===== config.mk =====
export PLATFORM = sky130hd
export DESIGN_NAME = execute_unit_flat
export DESIGN_NICKNAME = d
export VERILOG_FILES = /design/src/core_pkg.sv /design/src/core_if.sv /design/src/execute_unit.sv /design/src/flat_wrapper.sv
export SDC_FILE = /design/constraint.sdc
export NUM_CORES = 1
export LEC_CHECK = 0
export ABC_AREA = 1
export BUFFER_PORTS_ARGS = -buffer_cell sky130_fd_sc_hd__buf_4
export CELL_PAD_IN_SITES_DETAIL_PLACEMENT = 2
export CELL_PAD_IN_SITES_GLOBAL_PLACEMENT = 2
export CORE_ASPECT_RATIO = 1.25
export CORE_MARGIN = 3
export CORE_UTILIZATION = 29
export DETAILED_ROUTE_END_ITERATION = 12
export GPL_ROUTABILITY_DRIVEN = 0
export GPL_TIMING_DRIVEN = 0
export PLACE_DENSITY_LB_ADDON = 0.25
export SLEW_MARGIN = 10
export SYNTH_ARGS = -nofsm -noshare
export SYNTH_HDL_FRONTEND = slang
export SYNTH_SLANG_ARGS = --single-unit

===== constraint.sdc =====
create_clock -name clk -period 4.35 [get_ports clk]
set_input_delay 0 -clock clk [delete_from_list [all_inputs] [get_ports clk]]
set_output_delay 0 -clock clk [all_outputs]
set_load 0.03 [all_outputs]

===== src/core_pkg.sv =====
package core_pkg;

  ////////////////////////////////////////////////////////////
  // widths and sizes
  ////////////////////////////////////////////////////////////

  localparam int DATA_W     = 32;
  localparam int INSTR_W    = 32;
  localparam int PC_W       = 8;
  localparam int DADDR_W    = 8;
  localparam int REG_IDX_W  = 5;
  localparam int IMM_W      = 16;
  localparam int OPCODE_W   = 6;
  localparam int NUM_REGS   = 32;
  localparam int IMEM_DEPTH = 256;
  localparam int DMEM_DEPTH = 256;

  // instruction fields
  localparam int OPCODE_MSB = 31;
  localparam int OPCODE_LSB = 26;
  localparam int RS_MSB     = 25;
  localparam int RS_LSB     = 21;
  localparam int RT_MSB     = 20;
  localparam int RT_LSB     = 16;
  localparam int RD_MSB     = 15;
  localparam int RD_LSB     = 11;
  localparam int SHAMT_MSB  = 10;
  localparam int SHAMT_LSB  = 6;
  localparam int IMM_MSB    = 15;
  localparam int IMM_LSB    = 0;

  typedef logic [DATA_W-1:0]    word_t;
  typedef logic [INSTR_W-1:0]   instr_t;
  typedef logic [PC_W-1:0]      pc_t;
  typedef logic [DADDR_W-1:0]   daddr_t;
  typedef logic [REG_IDX_W-1:0] reg_idx_t;
  typedef logic [IMM_W-1:0]     imm_t;

  typedef enum logic [OPCODE_W-1:0] {
    op_nop  = 6'd0,
    op_add  = 6'd1,
    op_sub  = 6'd2,
    op_and  = 6'd3,
    op_or   = 6'd4,
    op_xor  = 6'd5,
    op_slt  = 6'd6,
    op_sll  = 6'd7,
    op_addi = 6'd8,
    op_lw   = 6'd9,
    op_sw   = 6'd10,
    op_beq  = 6'd11,
    op_bne  = 6'd12,
    op_j    = 6'd13
  } opcode_e;

  typedef enum logic [2:0] {
    alu_add,
    alu_sub,
    alu_and,
    alu_or,
    alu_xor,
    alu_slt,
    alu_sll
  } alu_op_e;

  typedef enum logic [1:0] {
    fwd_none,
    fwd_exm,
    fwd_wb
  } fwd_sel_e;

endpackage


===== src/core_if.sv =====
// decode/execute register contents
interface idex_if import core_pkg::*; ();
  logic     valid;
  alu_op_e  alu_op;
  logic     use_imm;
  reg_idx_t rs;
  reg_idx_t rt;
  reg_idx_t dst;
  word_t    rs_data;
  word_t    rt_data;
  imm_t     imm;
  logic     reg_write;
  logic     mem_read;
  logic     mem_write;
  logic     branch_eq;
  logic     branch_ne;
  logic     jump;
  pc_t      target;

  modport producer (
    output valid, alu_op, use_imm, rs, rt, dst, rs_data, rt_data, imm,
           reg_write, mem_read, mem_write, branch_eq, branch_ne, jump, target
  );

  modport consumer (
    input valid, alu_op, use_imm, rs, rt, dst, rs_data, rt_data, imm,
          reg_write, mem_read, mem_write, branch_eq, branch_ne, jump, target
  );
endinterface

// execute/memory register contents
interface exm_if import core_pkg::*; ();
  logic     reg_write;
  logic     mem_read;
  logic     mem_write;
  reg_idx_t dst;
  word_t    alu_result;
  word_t    store_data;

  modport producer (output reg_write, mem_read, mem_write, dst, alu_result, store_data);
  modport consumer (input reg_write, mem_read, mem_write, dst, alu_result, store_data);
endinterface


===== src/execute_unit.sv =====
module execute_unit import core_pkg::*; (
  input  logic     clk,
  input  logic     reset,
  idex_if.consumer idex,
  input  logic     wb_write,
  input  reg_idx_t wb_dst,
  input  word_t    wb_data,
  exm_if.producer  exm,
  output logic     redirect,
  output pc_t      redirect_pc
);

  fwd_sel_e           fwd_rs;
  fwd_sel_e           fwd_rt;
  word_t              rs_val;
  word_t              rt_val;
  word_t              op_b;
  word_t              imm_ext;
  logic [4:0]         shamt;
  word_t              alu_result;
  logic               rs_eq_rt;

  // newest producer wins and r0 never forwards
  function automatic fwd_sel_e fwd_select(input reg_idx_t src, input logic exm_wr,
                                          input reg_idx_t exm_idx, input logic wb_wr,
                                          input reg_idx_t wb_idx);
    fwd_sel_e sel;
    sel = fwd_none;
    if (src != '0) begin
      if (exm_wr && exm_idx == src) begin
        sel = fwd_exm;
      end else if (wb_wr && wb_idx == src) begin
        sel = fwd_wb;
      end
    end
    return sel;
  endfunction

  ////////////////////////////////////////////////////////////
  // operand forwarding
  ////////////////////////////////////////////////////////////

  assign fwd_rs = fwd_select(idex.rs, exm.reg_write, exm.dst, wb_write, wb_dst);
  assign fwd_rt = fwd_select(idex.rt, exm.reg_write, exm.dst, wb_write, wb_dst);

  always_comb begin
    case (fwd_rs)
      fwd_exm: rs_val = exm.alu_result;
      fwd_wb:  rs_val = wb_data;
      default: rs_val = idex.rs_data;
    endcase
    case (fwd_rt)
      fwd_exm: rt_val = exm.alu_result;
      fwd_wb:  rt_val = wb_data;
      default: rt_val = idex.rt_data;
    endcase
  end

  ////////////////////////////////////////////////////////////
  // alu
  ////////////////////////////////////////////////////////////

  assign imm_ext = {{(DATA_W-IMM_W){1'b0}}, idex.imm};
  assign op_b    = idex.use_imm ? imm_ext : rt_val;
  assign shamt   = idex.imm[SHAMT_MSB:SHAMT_LSB];

  always_comb begin
    case (idex.alu_op)
      alu_sub: alu_result = rs_val - op_b;
      alu_and: alu_result = rs_val & op_b;
      alu_or:  alu_result = rs_val | op_b;
      alu_xor: alu_result = rs_val ^ op_b;
      alu_slt: alu_result = ($signed(rs_val) < $signed(op_b)) ? word_t'(1) : '0;
      // shifts the rt operand and ignores rs
      alu_sll: alu_result = op_b << shamt;
      default: alu_result = rs_val + op_b;
    endcase
  end

  // branch compare on forwarded values
  assign rs_eq_rt    = (rs_val == rt_val);
  assign redirect    = idex.valid && (idex.jump ||
                       (idex.branch_eq && rs_eq_rt) ||
                       (idex.branch_ne && !rs_eq_rt));
  assign redirect_pc = idex.target;

  ////////////////////////////////////////////////////////////
  // execute/memory register
  ////////////////////////////////////////////////////////////

  always_ff @(posedge clk) begin
    if (reset || !idex.valid) begin
      exm.reg_write <= 1'b0;
      exm.mem_read  <= 1'b0;
      exm.mem_write <= 1'b0;
    end else begin
      exm.reg_write <= idex.reg_write;
      exm.mem_read  <= idex.mem_read;
      exm.mem_write <= idex.mem_write;
    end
  end

  always_ff @(posedge clk) begin
    exm.dst        <= idex.dst;
    exm.alu_result <= alu_result;
    exm.store_data <= rt_val;
  end

endmodule


===== src/flat_wrapper.sv =====
// flat-port wrapper written by rule: the top's interface ports become plain ports
module execute_unit_flat import core_pkg::*;
  (clk, reset, wb_write, wb_dst, wb_data, redirect, redirect_pc, idex_valid, idex_alu_op, idex_use_imm, idex_rs, idex_rt, idex_dst, idex_rs_data, idex_rt_data, idex_imm, idex_reg_write, idex_mem_read, idex_mem_write, idex_branch_eq, idex_branch_ne, idex_jump, idex_target, exm_reg_write, exm_mem_read, exm_mem_write, exm_dst, exm_alu_result, exm_store_data);
  idex_if idex_i ();
  exm_if exm_i ();
  input  logic clk;
  input  logic reset;
  input  logic wb_write;
  input  reg_idx_t wb_dst;
  input  word_t wb_data;
  output logic redirect;
  output pc_t redirect_pc;
  input wire logic [$bits(idex_i.valid)-1:0] idex_valid;
  input wire logic [$bits(idex_i.alu_op)-1:0] idex_alu_op;
  input wire logic [$bits(idex_i.use_imm)-1:0] idex_use_imm;
  input wire logic [$bits(idex_i.rs)-1:0] idex_rs;
  input wire logic [$bits(idex_i.rt)-1:0] idex_rt;
  input wire logic [$bits(idex_i.dst)-1:0] idex_dst;
  input wire logic [$bits(idex_i.rs_data)-1:0] idex_rs_data;
  input wire logic [$bits(idex_i.rt_data)-1:0] idex_rt_data;
  input wire logic [$bits(idex_i.imm)-1:0] idex_imm;
  input wire logic [$bits(idex_i.reg_write)-1:0] idex_reg_write;
  input wire logic [$bits(idex_i.mem_read)-1:0] idex_mem_read;
  input wire logic [$bits(idex_i.mem_write)-1:0] idex_mem_write;
  input wire logic [$bits(idex_i.branch_eq)-1:0] idex_branch_eq;
  input wire logic [$bits(idex_i.branch_ne)-1:0] idex_branch_ne;
  input wire logic [$bits(idex_i.jump)-1:0] idex_jump;
  input wire logic [$bits(idex_i.target)-1:0] idex_target;
  output wire logic [$bits(exm_i.reg_write)-1:0] exm_reg_write;
  output wire logic [$bits(exm_i.mem_read)-1:0] exm_mem_read;
  output wire logic [$bits(exm_i.mem_write)-1:0] exm_mem_write;
  output wire logic [$bits(exm_i.dst)-1:0] exm_dst;
  output wire logic [$bits(exm_i.alu_result)-1:0] exm_alu_result;
  output wire logic [$bits(exm_i.store_data)-1:0] exm_store_data;
  assign idex_i.valid = idex_valid;
  assign idex_i.alu_op = idex_alu_op;
  assign idex_i.use_imm = idex_use_imm;
  assign idex_i.rs = idex_rs;
  assign idex_i.rt = idex_rt;
  assign idex_i.dst = idex_dst;
  assign idex_i.rs_data = idex_rs_data;
  assign idex_i.rt_data = idex_rt_data;
  assign idex_i.imm = idex_imm;
  assign idex_i.reg_write = idex_reg_write;
  assign idex_i.mem_read = idex_mem_read;
  assign idex_i.mem_write = idex_mem_write;
  assign idex_i.branch_eq = idex_branch_eq;
  assign idex_i.branch_ne = idex_branch_ne;
  assign idex_i.jump = idex_jump;
  assign idex_i.target = idex_target;
  assign exm_reg_write = exm_i.reg_write;
  assign exm_mem_read = exm_i.mem_read;
  assign exm_mem_write = exm_i.mem_write;
  assign exm_dst = exm_i.dst;
  assign exm_alu_result = exm_i.alu_result;
  assign exm_store_data = exm_i.store_data;
  execute_unit u_core (.clk(clk), .reset(reset), .idex(idex_i), .wb_write(wb_write), .wb_dst(wb_dst), .wb_data(wb_data), .exm(exm_i), .redirect(redirect), .redirect_pc(redirect_pc));
endmodule

# Yosys cells after proc, flatten, opt, wreduce, memory -nomap -nowiden
# Cells that the tools add are included.
# W data, S select, Z words.
[classes]
n_addsub = 2
magnitude_cmp = 1
n_eq_ne = 15
shifts = 1
muxes = 11
n_bitwise = 3
reduce_logical = 14
[ops]
columns = ["cell", "count"]
rows = [
  ["$pmux W32 S6", 1],
  ["$pmux W32 S2", 2],
  ["$add A32 B32 Y32", 1],
  ["$and A32 B32 Y32", 1],
  ["$eq A32 B32 Y1", 1],
  ["$lt A32 B32 Y1", 1],
  ["$mux W32", 1],
  ["$or A32 B32 Y32", 1],
  ["$shl A32 B5 Y32", 1],
  ["$sub A32 B32 Y32", 1],
  ["$xor A32 B32 Y32", 1],
  ["$eq A5 B5 Y1", 4],
  ["$mux W2", 6],
  ["$reduce_bool A5 Y1", 2],
  ["$eq A3 B3 Y1 const B", 3],
  ["$logic_and A1 B1 Y1", 7],
  ["$eq A3 B2 Y1 const B", 2],
  ["$eq A2 B1 Y1 const B", 2],
  ["$eq A2 B2 Y1 const B", 2],
  ["$eq A3 B1 Y1 const B", 1],
  ["$logic_or A1 B1 Y1", 3],
  ["$logic_not A1 Y1", 2],
  ["$mux W1", 1],
]
[word_totals]
regBits = 72
inputBits = 154
output_inout_bits = 81

# Logic depth before layout (Yosys ltp)
# Gate-level depths: netlist (run 1).
[logic_depth]
ltp_word = 12
ltp_mapped = 30

# Least setup slack after synthesis (run 1)
# OpenSTA, ideal clock, no wires.
[synth_timing]
path_kind = "register to register"
startpoint = "reg u_core.exm.dst[3]"
endpoint = "reg u_core.exm.alu_result[16]"
setup_ps = 123
arrival_ps = 3958
required_ps = 4227
slack_ps = 268
path_stages_with_launch = 28
synth_period_minus_slack_ps = 4082
path_cell_list = "dfxtp_1 > inv_1 > a2111oi_0 > o2111ai_1 > nor2_1 > ha_1 > buf_6 > inv_6 > buf_8 > buf_12 > nand3_2 > nand3_1 > nand2_2 > ha_1 > fa_1 > inv_1 > nand2_1 > o21ai_2 > nand2_1 > nand2_1 > nand2_1 > nand2_1 > nand2_1 > nand2_1 > nand2_1 > nand3_1 > nand2_1 > nand3b_1"
[synth_via]
elab_chain_len = 9
elab_cells_between_ends = 22
[synth_lines]
columns = ["element", "line_no", "source"]
rows = [
  ["from (decl)", "core_if.sv:40", "modport producer (output reg_write, mem_read, mem_write, dst, alu_result, store_data);"],
  ["$eq A5 B5 Y1", "execute_unit.sv:30", "if (exm_wr && exm_idx == src) begin"],
  ["$logic_and A1 B1 Y1", "execute_unit.sv:30", ""],
  ["$mux W2", "execute_unit.sv:30", ""],
  ["$mux W2", "execute_unit.sv:29", "if (src != '0) begin"],
  ["$eq A2 B2 Y1 or $eq A2 B1 Y1 (tied branches)", "execute_unit.sv:52", "case (fwd_rt)"],
  ["$pmux W32 S2", "execute_unit.sv:52", ""],
  ["$mux W32", "execute_unit.sv:64", "assign op_b = idex.use_imm ? imm_ext : rt_val;"],
  ["$add A32 B32 Y32, or another cell as far along", "execute_unit.sv:76", "default: alu_result = rs_val + op_b;"],
  ["$pmux W32 S6 (*)", "execute_unit.sv:68", "case (idex.alu_op)"],
  ["named net u_core.alu_result[16]", "execute_unit.sv:20", "word_t alu_result;"],
  ["to (decl)", "core_if.sv:40", ""],
]
# The timed path passes the listed nets; every way through them passes the cells marked *.
# A chain may end at the register's enable or synchronous reset.

# Final worst setup path (run 1)
[layout_timing]
startpoint = "reg u_core.exm.dst[3]"
endpoint = "reg u_core.exm.alu_result[23]"
# Same word-level chain as after synthesis.

==> impl_metrics.sql, run 1 <==
INSERT INTO impl_metrics (metric_group, metric, value, unit) VALUES
('run_status', 'failed_checks', 'hold timing, setup timing', ''),
('worst_setup_path', 'worstReg2RegStart', 'u_core.exm.dst[3]', ''),
('die', 'core_area', '0.0403', 'mm²'),
('clock_tree', 'numCtsBuffers', '9', ''),
('place', 'placed_cell_area', '0.0143', 'mm²'),
('drt', 'post_dr_wirelength_cell', '35.4', 'µm'),
('clock_tree', 'clkSlewWorstSetupHoldPaths', '0.07', 'ns'),
('clock_tree', 'clk_latency', '0.40', 'ns'),
('timing', 'setup_viol', '26', ''),
('drt', 'met3RoutedLength', '8.89', 'mm'),
('drt', 'wl_met1', '36.0', 'mm'),
('timing', 'max_slew.worst_pin.slew', '1.42', 'ns'),
('drt', 'detailedRoute.firstIterationViolations', '1633', ''),
('run_status', 'status', 'complete, but fails checks', ''),
('worst_setup_path', 'cp-end-kind', 'flop', ''),
('yosys', 'yosys_warnings', '0', ''),
('drt', 'post_drt_via_cell_ratio', '6.35', ''),
('clock_tree', 'clock_tree_from_tritoncts', 'done', ''),
('power_and_ir_drop', 'power_density', '270', 'mW/mm²'),
('worst_setup_path', 'startpoint_type', 'flop', ''),
('final_layout', 'area_growth_syn_to_layout', '56.7', '%'),
('power_and_ir_drop', 'ir_drop', '156', 'µV'),
('drt', 'first_pass_iters', '7', ''),
('timing', 'max_clock_freq', '199', 'MHz'),
('timing', 'layout_worst_path_cycle_share', '1.15', ''),
('grt', 'grt_pass1_wl', '120', 'mm'),
('job', 'cap_violations', '0', ''),
('die', 'chipHeight', '233', 'µm'),
('timing', 'rsz0062_at_grt', 'yes', ''),
('place', 'placed_insts', '2865', ''),
('yosys', 'syn-instance-count', '2094', ''),
('timing', 'period_minus_slack', '5.02', 'ns'),
('worst_setup_path', 'critical_path_peak_fanout', '10', ''),
('worst_hold_path', 'min_from', 'idex_rt_data[2]', ''),
('final_layout', 'design_area', '0.0187', 'mm²'),
('worst_setup_path', 'setup.worst_path.class', 'flop to flop', ''),
('final_layout', 'n_fill_cell', '4766', ''),
('worst_setup_path', 'ff_to_ff_end', 'u_core.exm.alu_result[23]', ''),
('worst_setup_path', 'path_depth_of_the_worst_reg2reg_path', '22', ''),
('drt', 'detail-route-antenna-nets', '0', ''),
('clock_tree', 'clock_tree.htree_level_count', '3', ''),
('place', 'place_hpwl', '64.1', 'mm'),
('yosys', 'mappedNetlistArea', '0.0119', 'mm²'),
('clock_tree', 'cts_root_cell', 'clkbuf_16', ''),
('clock_tree', 'cts_max_path_buffers', '2', ''),
('worst_hold_path', 'hold_wc_path_type', 'primary input to flop', ''),
('place', 'port-buffer-count', '225', ''),
('worst_setup_path', 'r2r_setup_slack', '-0.67', 'ns'),
('drt', 'met2WireLength', '50.3', 'mm'),
('timing', 'relSlewSlack', '0.0442', ''),
('worst_setup_path', 'critical_path_required', '4.66', 'ns'),
('drt', 'dr_total_vias', '19244', ''),
('die', 'num_rows', '82', ''),
('die', 'io_pins', '235', ''),
('worst_hold_path', 'endpoint_worst_hold', 'u_core.exm.store_data[2]', ''),
('drt', 'drc', '0', ''),
('grt', 'globalRoute.totalOverflow', '0', ''),
('yosys', 'synth-seq-area-share', '0.121', ''),
('final_layout', 'final_cells', '3030', ''),
('timing', 'finalHoldViolCount', '1', ''),
('die', 'initial_utilization', '0.296', ''),
('grt', 'grtUsageTotal', '0.363', ''),
('worst_setup_path', 'worst-endpoint-arrival', '5.33', 'ns'),
('yosys', 'syn_nets', '2350', ''),
('drt', 'topRoutingLayerUsed', 'met4', ''),
('timing', 'fin_skew', '0.0153', 'ns'),
('die', 'die_x', '187', 'µm'),
('final_layout', 'nNetsFinal', '2735', ''),
('yosys', 'avgSynthCellArea', '5.69', 'µm²'),
('worst_hold_path', 'min_delay_path_depth', '4', ''),
('grt', 'antenna_found_initial', '3', ''),
('die', 'fp.dieArea', '0.0436', 'mm²'),
('yosys', 'synth.distinct_cells', '57', ''),
('grt', 'grt_start_max_net_pins', '12', ''),
('power_and_ir_drop', 'total_leakage_power', '8.40', 'nW'),
('yosys', 'ys_seq_elements', '72', ''),
('clock_tree', 'count_of_clock_tree_sinks', '72', ''),
('final_layout', 'layout-drive-gt1-share', '0.394', ''),
('grt', 'grt_pass1_vias', '18919', ''),
('drt', 'wl', '107', 'mm'),
('timing', 'setup_ws', '-0.668', 'ns'),
('timing', 'timing.final.max_slew_violations', '0', ''),
('timing', 'fin_worst_hold_slack', '-0.0102', 'ns');
[worst max path at each step]
stage	depth (start not counted)	startpoint	slack, ns	end
floorplan	27	u_core.exm.dst[3]	0.27	u_core.exm.alu_result[16]
global placement	26	u_core.exm.dst[1]	-0.67	u_core.exm.alu_result[27]
detailed placement	27	u_core.exm.dst[1]	-0.92	u_core.exm.alu_result[27]
CTS	26	u_core.exm.dst[2]	-0.07	u_core.exm.alu_result[30]
global route	22	u_core.exm.dst[3]	-0.73	u_core.exm.alu_result[23]
finish	22	u_core.exm.dst[3]	-0.67	u_core.exm.alu_result[23]
[power by group]
group,leakage (nW),switching (W),total (W),internal (W)
combinational,7.67,0.00228,0.00340,0.00112
clock,0.121,0.000400,0.000782,0.000382
sequential,0.606,0.000123,0.000870,0.000746
total,8.40,0.00280,0.00505,0.00225
[sequential cells by signal, summed over array words and instances, names as in the netlist]
signal and cells:
u_core.exm.alu_result 32, u_core.exm.mem_read 1, u_core.exm.store_data 32, u_core.exm.dst 5
u_core.exm.reg_write 1, u_core.exm.mem_write 1
[metal layers]
metal | up-vias | track usage
li1 | 7674 | -
met1 | 9428 | 0.398
met2 | 1456 | 0.667
met3 | 686 | 0.0457
met4 | 0 | 0.220
met5 | - | 0
[cell type report]
type | count | area (µm²) | share of cell area
buffer | 100 | 774 | 0.0414
inverter | 252 | 1020 | 0.0546
multi-input combinational | 1667 | 11500 | 0.614
timing repair buffer | 377 | 3030 | 0.162
antenna | 2 | 5.00 | 0.000268
tap | 546 | 683 | 0.0366
clock inverter | 3 | 21.3 | 0.00114
clock buffer | 11 | 233 | 0.0125
sequential | 72 | 1450 | 0.0777
[cell usage after synthesis, drive strengths merged]
library cell	number	share of area
nor3	24	0.011
o21bai	11	0.0069
clkinv	4	0.0014
a221oi	22	0.016
a211oi	5	0.0031
a21oi	108	0.046
dfxtp	72	0.12
fa	2	0.0034
o22ai	10	0.0052
ha	100	0.10
a2bb2oi	1	0.00073
or2	32	0.017
a211o	1	0.00073
o311ai	1	0.00073
nor2	171	0.056
nand3b	7	0.0044
nand2	587	0.19
o21a	5	0.0031
o221ai	2	0.0015
inv	248	0.078
nand3	355	0.16
a32oi	1	0.00073
a2111oi	1	0.00073
xnor2	14	0.010
nand4	46	0.024
a21boi	3	0.0019
nor4	3	0.0016
buf	75	0.039
o21ai	111	0.048
o211ai	5	0.0031
a31oi	2	0.0010
and2	2	0.0010
o2111ai	8	0.0059
clkbuf	28	0.0088
a21o	6	0.0038
xor2	21	0.015
[cell usage in the layout (no fill, tap or decap), types with 37 or more instances in the layout]
cell	count
nand2_1	466
buf_4	350
nand3_1	264
inv_1	180
nor2_1	79
nand2_2	78
ha_1	75
dfxtp_1	68
a21oi_1	62
nand3_2	59
inv_2	49
nor2_4	46
nand4_1	46
nor2_2	46
nand2_4	43
o21ai_2	37
[critical path, cell delays in order (launching register included)]
cell and delay (ns):
dfxtp_2 0.34, inv_2 0.13, nor2_1 0.07, a211oi_1 0.25, nand4_1 0.21, nor2_2 0.18
ha_2 0.31, inv_4 0.14, buf_6 0.20, nand3_1 0.12, o21ai_1 0.34, inv_1 0.23
ha_4 0.33, buf_6 0.18, inv_4 0.08, nor2_4 0.21, inv_2 0.16, nor3_4 0.41
nand3_2 0.13, nand3b_1 0.37, xor2_2 0.29, nand2_1 0.11, nand3b_1 0.16
[per-stage QoR]
stage	power [W]	setup TNS [ns]	hold WS, ns	setup WS, ns	util
after floorplan	0.00209	0	0.0277	0.268	-
after global placement	0.00293	-11.80	0.105	-0.667	0.355
after detailed placement	0.00300	-18.90	0.106	-0.922	0.355
after CTS	0.00402	-0.473	0.0000546	-0.0704	0.399
after global routing	0.00513	-7.61	0.00847	-0.730	0.463
final	0.00505	-6.00	-0.0102	-0.668	0.464
[repair_timing]
item	in CTS	in global routing
endpoints found under the setup margin	29	31
buffers inserted	34	85
pin swaps	40	157
gates resized for setup	281	503
hold buffers	29	0
hold endpoints to repair	17	0
cloned	3	2
[kinds of logic after synthesis]
kind of cell	after synthesis	synth area share
adders and majority gates	102	0.108
buffers and inverters	355	0.127
DFF	72	0.121
xor gates and xnor gates	35	0.0257
and+or+nand+nor	1227	0.469
AOI/OAI and AO/OA	303	0.149
No activity file was read; power rests on OpenSTA's default activity.
==> run 2: changes to the inputs <==
==> constraint.sdc (replaced) <==
create_clock -name clk -period 4.81 [get_ports clk]
set_input_delay 0 -clock clk [delete_from_list [all_inputs] [get_ports clk]]
set_output_delay 0 -clock clk [all_outputs]
set_load 0.03 [all_outputs]
==> run 2 against run 1 <==
Worst setup slack gained 0.67 ns. Clock power shrank 15%. Maximum frequency grew 4.4%. Register-to-register slack gained 0.67 ns. The run now ends clean. Utilization shrank 7.6 points. Sequential power shrank 12%. Largest power group unchanged. Critical path depth grew 3. Combinational power shrank 36%. Clock skew shrank 0.0063 ns. Global-route usage shrank 1.9 points.
==> impl_metrics.sql, run 2 (synthesis results as in run 1) <==
INSERT INTO impl_metrics (metric_group, metric, value, unit) VALUES
('run_status', 'status', 'completed', ''),
('clock_tree', 'clock_tree_from_tritoncts', 'done', ''),
('timing', 'rsz0062_at_grt', 'yes', ''),
('timing', 'max_slew.worst_pin.slew', '1.07', 'ns'),
('power_and_ir_drop', 'power_density', '232', 'mW/mm²'),
('die', 'core_area', '0.0403', 'mm²'),
('clock_tree', 'cts_max_path_buffers', '2', ''),
('die', 'fp.dieArea', '0.0436', 'mm²'),
('clock_tree', 'cts_root_cell', 'clkbuf_16', ''),
('grt', 'grt_pass1_vias', '17972', ''),
('die', 'io_pins', '235', ''),
('timing', 'period_minus_slack', '4.80', 'ns'),
('timing', 'setup_viol', '0', ''),
('worst_hold_path', 'endpoint_worst_hold', 'u_core.exm.store_data[7]', ''),
('worst_setup_path', 'critical_path_peak_fanout', '10', ''),
('final_layout', 'layout_common_cells', 'nand2_1, nand3_1, buf_4', ''),
('clock_tree', 'clock_tree.htree_level_count', '3', ''),
('final_layout', 'design_area', '0.0156', 'mm²'),
('drt', 'drc', '0', ''),
('grt', 'grt_pass1_wl', '113', 'mm'),
('die', 'initial_utilization', '0.296', ''),
('worst_hold_path', 'min_from', 'idex_rt_data[7]', ''),
('die', 'die_x', '187', 'µm'),
('worst_hold_path', 'min_delay_path_depth', '4', ''),
('worst_setup_path', 'critical_path_required', '5.07', 'ns'),
('clock_tree', 'clk_latency', '0.38', 'ns'),
('grt', 'grt_start_max_net_pins', '12', ''),
('worst_setup_path', 'path_depth_of_the_worst_reg2reg_path', '25', ''),
('clock_tree', 'clkSlewWorstSetupHoldPaths', '0.06', 'ns'),
('power_and_ir_drop', 'ir_drop', '180', 'µV'),
('timing', 'max_clock_freq', '208', 'MHz'),
('place', 'place_hpwl', '64.1', 'mm'),
('worst_setup_path', 'worst-endpoint-arrival', '5.07', 'ns'),
('final_layout', 'nNetsFinal', '2631', ''),
('drt', 'dr_total_vias', '16709', ''),
('grt', 'grtUsageTotal', '0.344', ''),
('timing', 'layout_worst_path_cycle_share', '0.999', ''),
('die', 'chipHeight', '233', 'µm'),
('final_layout', 'diodes', '0', ''),
('final_layout', 'n_fill_cell', '5091', ''),
('grt', 'globalRoute.totalOverflow', '0', ''),
('drt', 'detailedRoute.firstIterationViolations', '1108', ''),
('timing', 'fin_skew', '0.00906', 'ns'),
('final_layout', 'layout-drive-gt1-share', '0.233', ''),
('drt', 'post_drt_via_cell_ratio', '5.71', ''),
('worst_setup_path', 'ff_to_ff_end', 'u_core.exm.alu_result[27]', ''),
('worst_setup_path', 'delay_of_the_slowest_cell_on_the_worst_path', '0.36', 'ns'),
('die', 'num_rows', '82', ''),
('worst_setup_path', 'cp-end-kind', 'flop', ''),
('worst_setup_path', 'r2r_setup_slack', '0.005', 'ns'),
('timing', 'relSlewSlack', '0.280', ''),
('drt', 'wl', '79.3', 'mm'),
('drt', 'post_dr_wirelength_cell', '27.1', 'µm'),
('final_layout', 'area_growth_syn_to_layout', '31.1', '%'),
('drt', 'first_pass_iters', '5', ''),
('final_layout', 'most_frequent_standard_cell_in_the_layout_excluding_fill_and_tap_cells', 'nand2_1', ''),
('worst_setup_path', 'worst_path_max_delay_cell', 'ha_1', ''),
('timing', 'timing.final.max_slew_violations', '0', ''),
('place', 'port-buffer-count', '225', ''),
('worst_setup_path', 'setup.worst_path.class', 'flop to flop', ''),
('final_layout', 'final_cells', '2924', ''),
('timing', 'finalHoldViolCount', '0', ''),
('worst_setup_path', 'cp_common_cell', 'nand2_1', ''),
('worst_setup_path', 'worstReg2RegStart', 'u_core.exm.dst[2]', ''),
('final_layout', 'largest_registers', 'u_core.exm.alu_result x32, u_core.exm.store_data x32, u_core.exm.dst x5', ''),
('place', 'placed_insts', '2865', ''),
('clock_tree', 'count_of_clock_tree_sinks', '72', ''),
('drt', 'detail-route-antenna-nets', '0', ''),
('place', 'placed_cell_area', '0.0143', 'mm²'),
('grt', 'antenna_found_initial', '1', ''),
('job', 'cap_violations', '0', ''),
('worst_hold_path', 'hold_wc_path_type', 'primary input to flop', ''),
('worst_setup_path', 'startpoint_type', 'flop', ''),
('clock_tree', 'numCtsBuffers', '9', ''),
('power_and_ir_drop', 'total_leakage_power', '7.33', 'nW');
## run 2: cell types whose count changed in the layout (fill, tap and decap cells not counted), sizes merged
cell,delta
buf,-115
clkbuf,+6
clkinvlp,-1
dlygate4sd3,+6
bufbuf,-1
diode,-2
inv,+1
## run 2: through the flow
step | hold WS, ns | total power, W | util | setup TNS (ns) | setup WS, ns
floorplan | 0.0277 | 0.00189 | - | 0 | 0.728
global placement | 0.105 | 0.00265 | 0.355 | -1.12 | -0.207
detailed placement | 0.106 | 0.00272 | 0.355 | -5.98 | -0.462
CTS | 0.000170 | 0.00344 | 0.373 | 0 | 0.0119
global route | 0.0370 | 0.00380 | 0.388 | -1.29 | -0.167
finish | 0.0134 | 0.00363 | 0.388 | 0 | 0.00501
## run 2: area by class of cell
cell class                 instances  area [µm²]  share of cell area
multi-input combinational       1667        9560               0.611
timing repair buffer             271        2120               0.136
sequential                        72        1440              0.0923
inverter                         252         963              0.0616
tap                              546         683              0.0437
buffer                           102         611              0.0391
clock buffer                      11         233              0.0149
clock inverter                     3        21.3             0.00136
## run 2: routing by layer
metal / track usage / share of wire / routed length, µm / vias up
met5: 0 / 0 / 0 / -
met2: 0.632 / 0.50 / 39500 / 661
met4: 0.186 / 0.066 / 5250 / 0
met1: 0.390 / 0.38 / 30400 / 8358
met3: 0.0369 / 0.052 / 4140 / 227
li1: - / - / - / 7463
## run 2: timing repair
item / 4_1_cts / 5_1_grt
endpoints found under the hold margin: 20 / 0
pin swaps: 4 / 17
gates resized for setup: 39 / 170
hold buffers: 34 / 0
setup endpoints to repair: 26 / 29
buffers inserted: 4 / 8
## run 2: report_power, final
part | total [W] | leakage, nW | switching [W] | internal [W]
Sequential | 0.000769 | 0.606 | 0.0000937 | 0.000675
Combinational | 0.00219 | 6.60 | 0.00150 | 0.000694
Clock | 0.000667 | 0.121 | 0.000322 | 0.000344
## run 2: critical path: cells and delay by family, from the launching register on
kind | cells | cell delay [ns]
compound gates | 4 | 0.86
xor+xnor | 1 | 0.17
simple gates | 12 | 1.70
flops | 1 | 0.35
buf+inv | 6 | 0.91
fa+ha+maj | 2 | 0.67
## run 2: worst max-delay path by stage
stage	startpoint	endpoint	slack, ns	cells after the start
2_1_floorplan	u_core.exm.dst[3]	u_core.exm.alu_result[16]	0.73	27
3_3_place_gp	u_core.exm.dst[1]	u_core.exm.alu_result[27]	-0.21	26
3_5_place_dp	u_core.exm.dst[1]	u_core.exm.alu_result[27]	-0.46	27
4_1_cts	u_core.exm.dst[1]	u_core.exm.alu_result[23]	0.01	29
5_1_grt	u_core.exm.dst[2]	u_core.exm.alu_result[20]	-0.17	23
6_report	u_core.exm.dst[2]	u_core.exm.alu_result[27]	0.005	25
==> run 3: changes to the inputs <==
--- a/config.mk
+++ b/config.mk
@@ -15,7 +15,8 @@
 export DETAILED_ROUTE_END_ITERATION = 12
 export GPL_ROUTABILITY_DRIVEN = 0
 export GPL_TIMING_DRIVEN = 0
-export PLACE_DENSITY_LB_ADDON = 0.25
+export PLACE_DENSITY = 0.84
+export REMOVE_ABC_BUFFERS = 1
 export SLEW_MARGIN = 10
 export SYNTH_ARGS = -nofsm -noshare
 export SYNTH_HDL_FRONTEND = slang
==> run 3 against run 2 <==
The flow now finishes with violations (hold timing, setup timing). Largest power group unchanged. Worst setup slack lost 0.40 ns. Non-clock buffer count shrank 76. Via count grew 9.5%. Sequential share of layout area grew 0.073 points. Highest routed layer is now met5. Design area shrank 0.78%. Utilization shrank 0.30 points.
==> impl_metrics.sql, run 3 (synthesis results as in run 1) <==
INSERT INTO impl_metrics (metric_group, metric, value, unit) VALUES
('run_status', 'status', 'complete, but fails checks', ''),
('run_status', 'failed_checks', 'hold timing, setup timing', ''),
('die', 'num_rows', '82', ''),
('final_layout', 'nNetsFinal', '2558', ''),
('clock_tree', 'clkSlewWorstSetupHoldPaths', '0.09', 'ns'),
('grt', 'grt_pass1_wl', '114', 'mm'),
('grt', 'grt_pass1_vias', '18602', ''),
('die', 'fp.dieArea', '0.0436', 'mm²'),
('timing', 'fin_skew', '0.0276', 'ns'),
('power_and_ir_drop', 'power_density', '250', 'mW/mm²'),
('clock_tree', 'cts_max_path_buffers', '2', ''),
('timing', 'setup_ws', '-0.395', 'ns'),
('final_layout', 'design_area', '0.0155', 'mm²'),
('drt', 'detailedRoute.firstIterationViolations', '1759', ''),
('power_and_ir_drop', 'power_report.internal_total', '0.00178', 'W'),
('worst_setup_path', 'startpoint_type', 'flop', ''),
('clock_tree', 'numCtsBuffers', '9', ''),
('drt', 'post_drt_via_cell_ratio', '6.41', ''),
('job', 'cap_violations', '0', ''),
('worst_setup_path', 'worst_path_max_delay_cell', 'fa_2', ''),
('worst_setup_path', 'r2r_setup_slack', '-0.39', 'ns'),
('final_layout', 'most_frequent_standard_cell_in_the_layout_excluding_fill_and_tap_cells', 'nand2_1', ''),
('worst_hold_path', 'hold_wc_path_type', 'primary input to flop', ''),
('worst_setup_path', 'worst-endpoint-arrival', '5.42', 'ns'),
('timing', 'fin_tns_setup', '-5.03', 'ns'),
('power_and_ir_drop', 'pwr-share-clk', '0.203', ''),
('worst_setup_path', 'setup.worst_path.class', 'flop to flop', ''),
('power_and_ir_drop', 'share_comb_of_total_power', '0.600', ''),
('worst_setup_path', 'delay_of_the_slowest_cell_on_the_worst_path', '0.49', 'ns'),
('drt', 'first_pass_iters', '6', ''),
('clock_tree', 'count_of_clock_tree_sinks', '72', ''),
('timing', 'max_clock_freq', '192', 'MHz'),
('power_and_ir_drop', 'seqPwrFrac', '0.197', ''),
('place', 'placement.setup.worst_slack', '-0.714', 'ns'),
('die', 'initial_utilization', '0.296', ''),
('die', 'chipHeight', '233', 'µm'),
('power_and_ir_drop', 'total_leakage_power', '7.17', 'nW'),
('grt', 'antenna_found_initial', '5', ''),
('drt', 'post_dr_wirelength_cell', '32.5', 'µm'),
('final_layout', 'final_cells', '2856', ''),
('grt', 'grtUsageTotal', '0.335', ''),
('timing', 'finalHoldViolCount', '1', ''),
('final_layout', 'area_growth_syn_to_layout', '30.1', '%'),
('worst_setup_path', 'critical_path_required', '5.02', 'ns'),
('final_layout', 'largest_registers', 'u_core.exm.alu_result x32, u_core.exm.store_data x32, u_core.exm.dst x5', ''),
('place', 'placed_insts', '2761', ''),
('worst_setup_path', 'cp-end-kind', 'flop', ''),
('timing', 'timing.final.max_slew_violations', '0', ''),
('timing', 'layout_worst_path_cycle_share', '1.08', ''),
('grt', 'globalRoute.totalOverflow', '0', ''),
('drt', 'drc', '0', ''),
('timing', 'fin_worst_hold_slack', '-0.0216', 'ns'),
('place', 'place_hpwl', '53.1', 'mm'),
('power_and_ir_drop', 'net-switching-power', '0.00209', 'W'),
('die', 'io_pins', '235', ''),
('worst_setup_path', 'critical_path_peak_fanout', '15', ''),
('clock_tree', 'clk_latency', '0.40', 'ns'),
('power_and_ir_drop', 'p_sw_frac', '0.540', ''),
('timing', 'relSlewSlack', '0.0785', ''),
('timing', 'max_slew.worst_pin.slew', '1.38', 'ns'),
('clock_tree', 'clock_tree.htree_level_count', '3', ''),
('power_and_ir_drop', 'ir_drop', '176', 'µV'),
('die', 'die_x', '187', 'µm'),
('clock_tree', 'clock_tree_from_tritoncts', 'done', ''),
('final_layout', 'layout_common_cells', 'nand2_1, nand3_1, buf_4', ''),
('place', 'port-buffer-count', '218', ''),
('timing', 'period_minus_slack', '5.20', 'ns'),
('place', 'placed_cell_area', '0.0138', 'mm²'),
('worst_setup_path', 'worstPathCellList', 'inv_1 > a2111oi_2 > o2111ai_2 > nand4_1 > buf_4 > ha_4 > clkinv_16 > buf_4 > nand3_2 > nand3_2 > nand2_4 > ha_2 > inv_1 > fa_2 > o21ai_4 > inv_1 > o21bai_2 > nand2_1 > nand2_2 > nand2_1 > nand2_1 > a21oi_1 > o21ai_0 > nand3b_1', ''),
('drt', 'detail-route-antenna-nets', '0', ''),
('drt', 'wl', '92.9', 'mm'),
('clock_tree', 'cts_root_cell', 'clkbuf_16', ''),
('final_layout', 'layout-drive-gt1-share', '0.207', ''),
('drt', 'dr_total_vias', '18295', ''),
('timing', 'setup_viol', '26', ''),
('grt', 'grt_start_max_net_pins', '65', ''),
('die', 'core_area', '0.0403', 'mm²');
run 3: power by group through the flow:
stage | Combinational (W) | Clock, W | Sequential [W]
6_report | 0.00232 | 0.000787 | 0.000764
5_1_grt | 0.00239 | 0.000797 | 0.000765
4_1_cts | 0.00193 | 0.000743 | 0.000737
3_5_place_dp | 0.00186 | 0 | 0.000749
3_3_place_gp | 0.00177 | 0 | 0.000745
2_1_floorplan | 0.000950 | 0 | 0.000886
run 3: routing by layer:
metal / part of all wire / global-route usage / vias up
li1: - / - / 7317
met1: 0.34 / 0.370 / 8971
met2: 0.47 / 0.610 / 1374
met3: 0.093 / 0.0556 / 629
met4: 0.10 / 0.183 / 4
met5: 0.00036 / 0 / -
run 3: critical path: cells and delay by family, from the launching register on:
kind | cells | cell delay [ns]
DFF | 1 | 0.37
and+or+nand+nor | 9 | 1.28
buffers and inverters | 6 | 0.86
AOI/OAI and AO/OA | 6 | 1.42
adders and majority gates | 3 | 1.07
run 3: per-stage QoR:
stage	util	hold slack [ns]	power, W
5_1_grt	0.385	0.000197	0.00395
3_3_place_gp	0.339	0.000331	0.00252
6_report	0.385	-0.0216	0.00387
4_1_cts	0.364	0.000331	0.00341
3_5_place_dp	0.342	0.000331	0.00261
2_1_floorplan	-	0	0.00184
run 3: path summary, 6_finish.rpt:
kind         depth (start not counted)                   endpoint                       from
max                                 24  u_core.exm.alu_result[16]          u_core.exm.dst[3]
min                                  4   u_core.exm.store_data[7]            idex_rt_data[7]
max reg2reg                         24  u_core.exm.alu_result[16]          u_core.exm.dst[3]
min reg2reg                          4  u_core.exm.store_data[28]  u_core.exm.alu_result[28]
run 3: cell type report:
class	instances	area, µm²
Tap cell	546	683
Timing Repair inverter	3	52.6
Clock buffer	9	225
Multi-Input combinational cell	1667	9540
Sequential cell	72	1440
Clock inverter	7	70.1
Fill cell	4940	24800
Inverter	252	993
Timing Repair Buffer	297	2490
Antenna cell	3	7.51
run 3: what timing repair did:
| action | CTS | global route |
|---|---|---|
| pin swaps | 2 | 15 |
| gates resized for setup | 28 | 131 |
| gates cloned | 0 | 3 |
| endpoints found under the hold margin | 30 | 0 |
| hold buffers | 46 | 0 |
| endpoints found under the setup margin | 25 | 29 |
| buffers inserted | 2 | 26 |
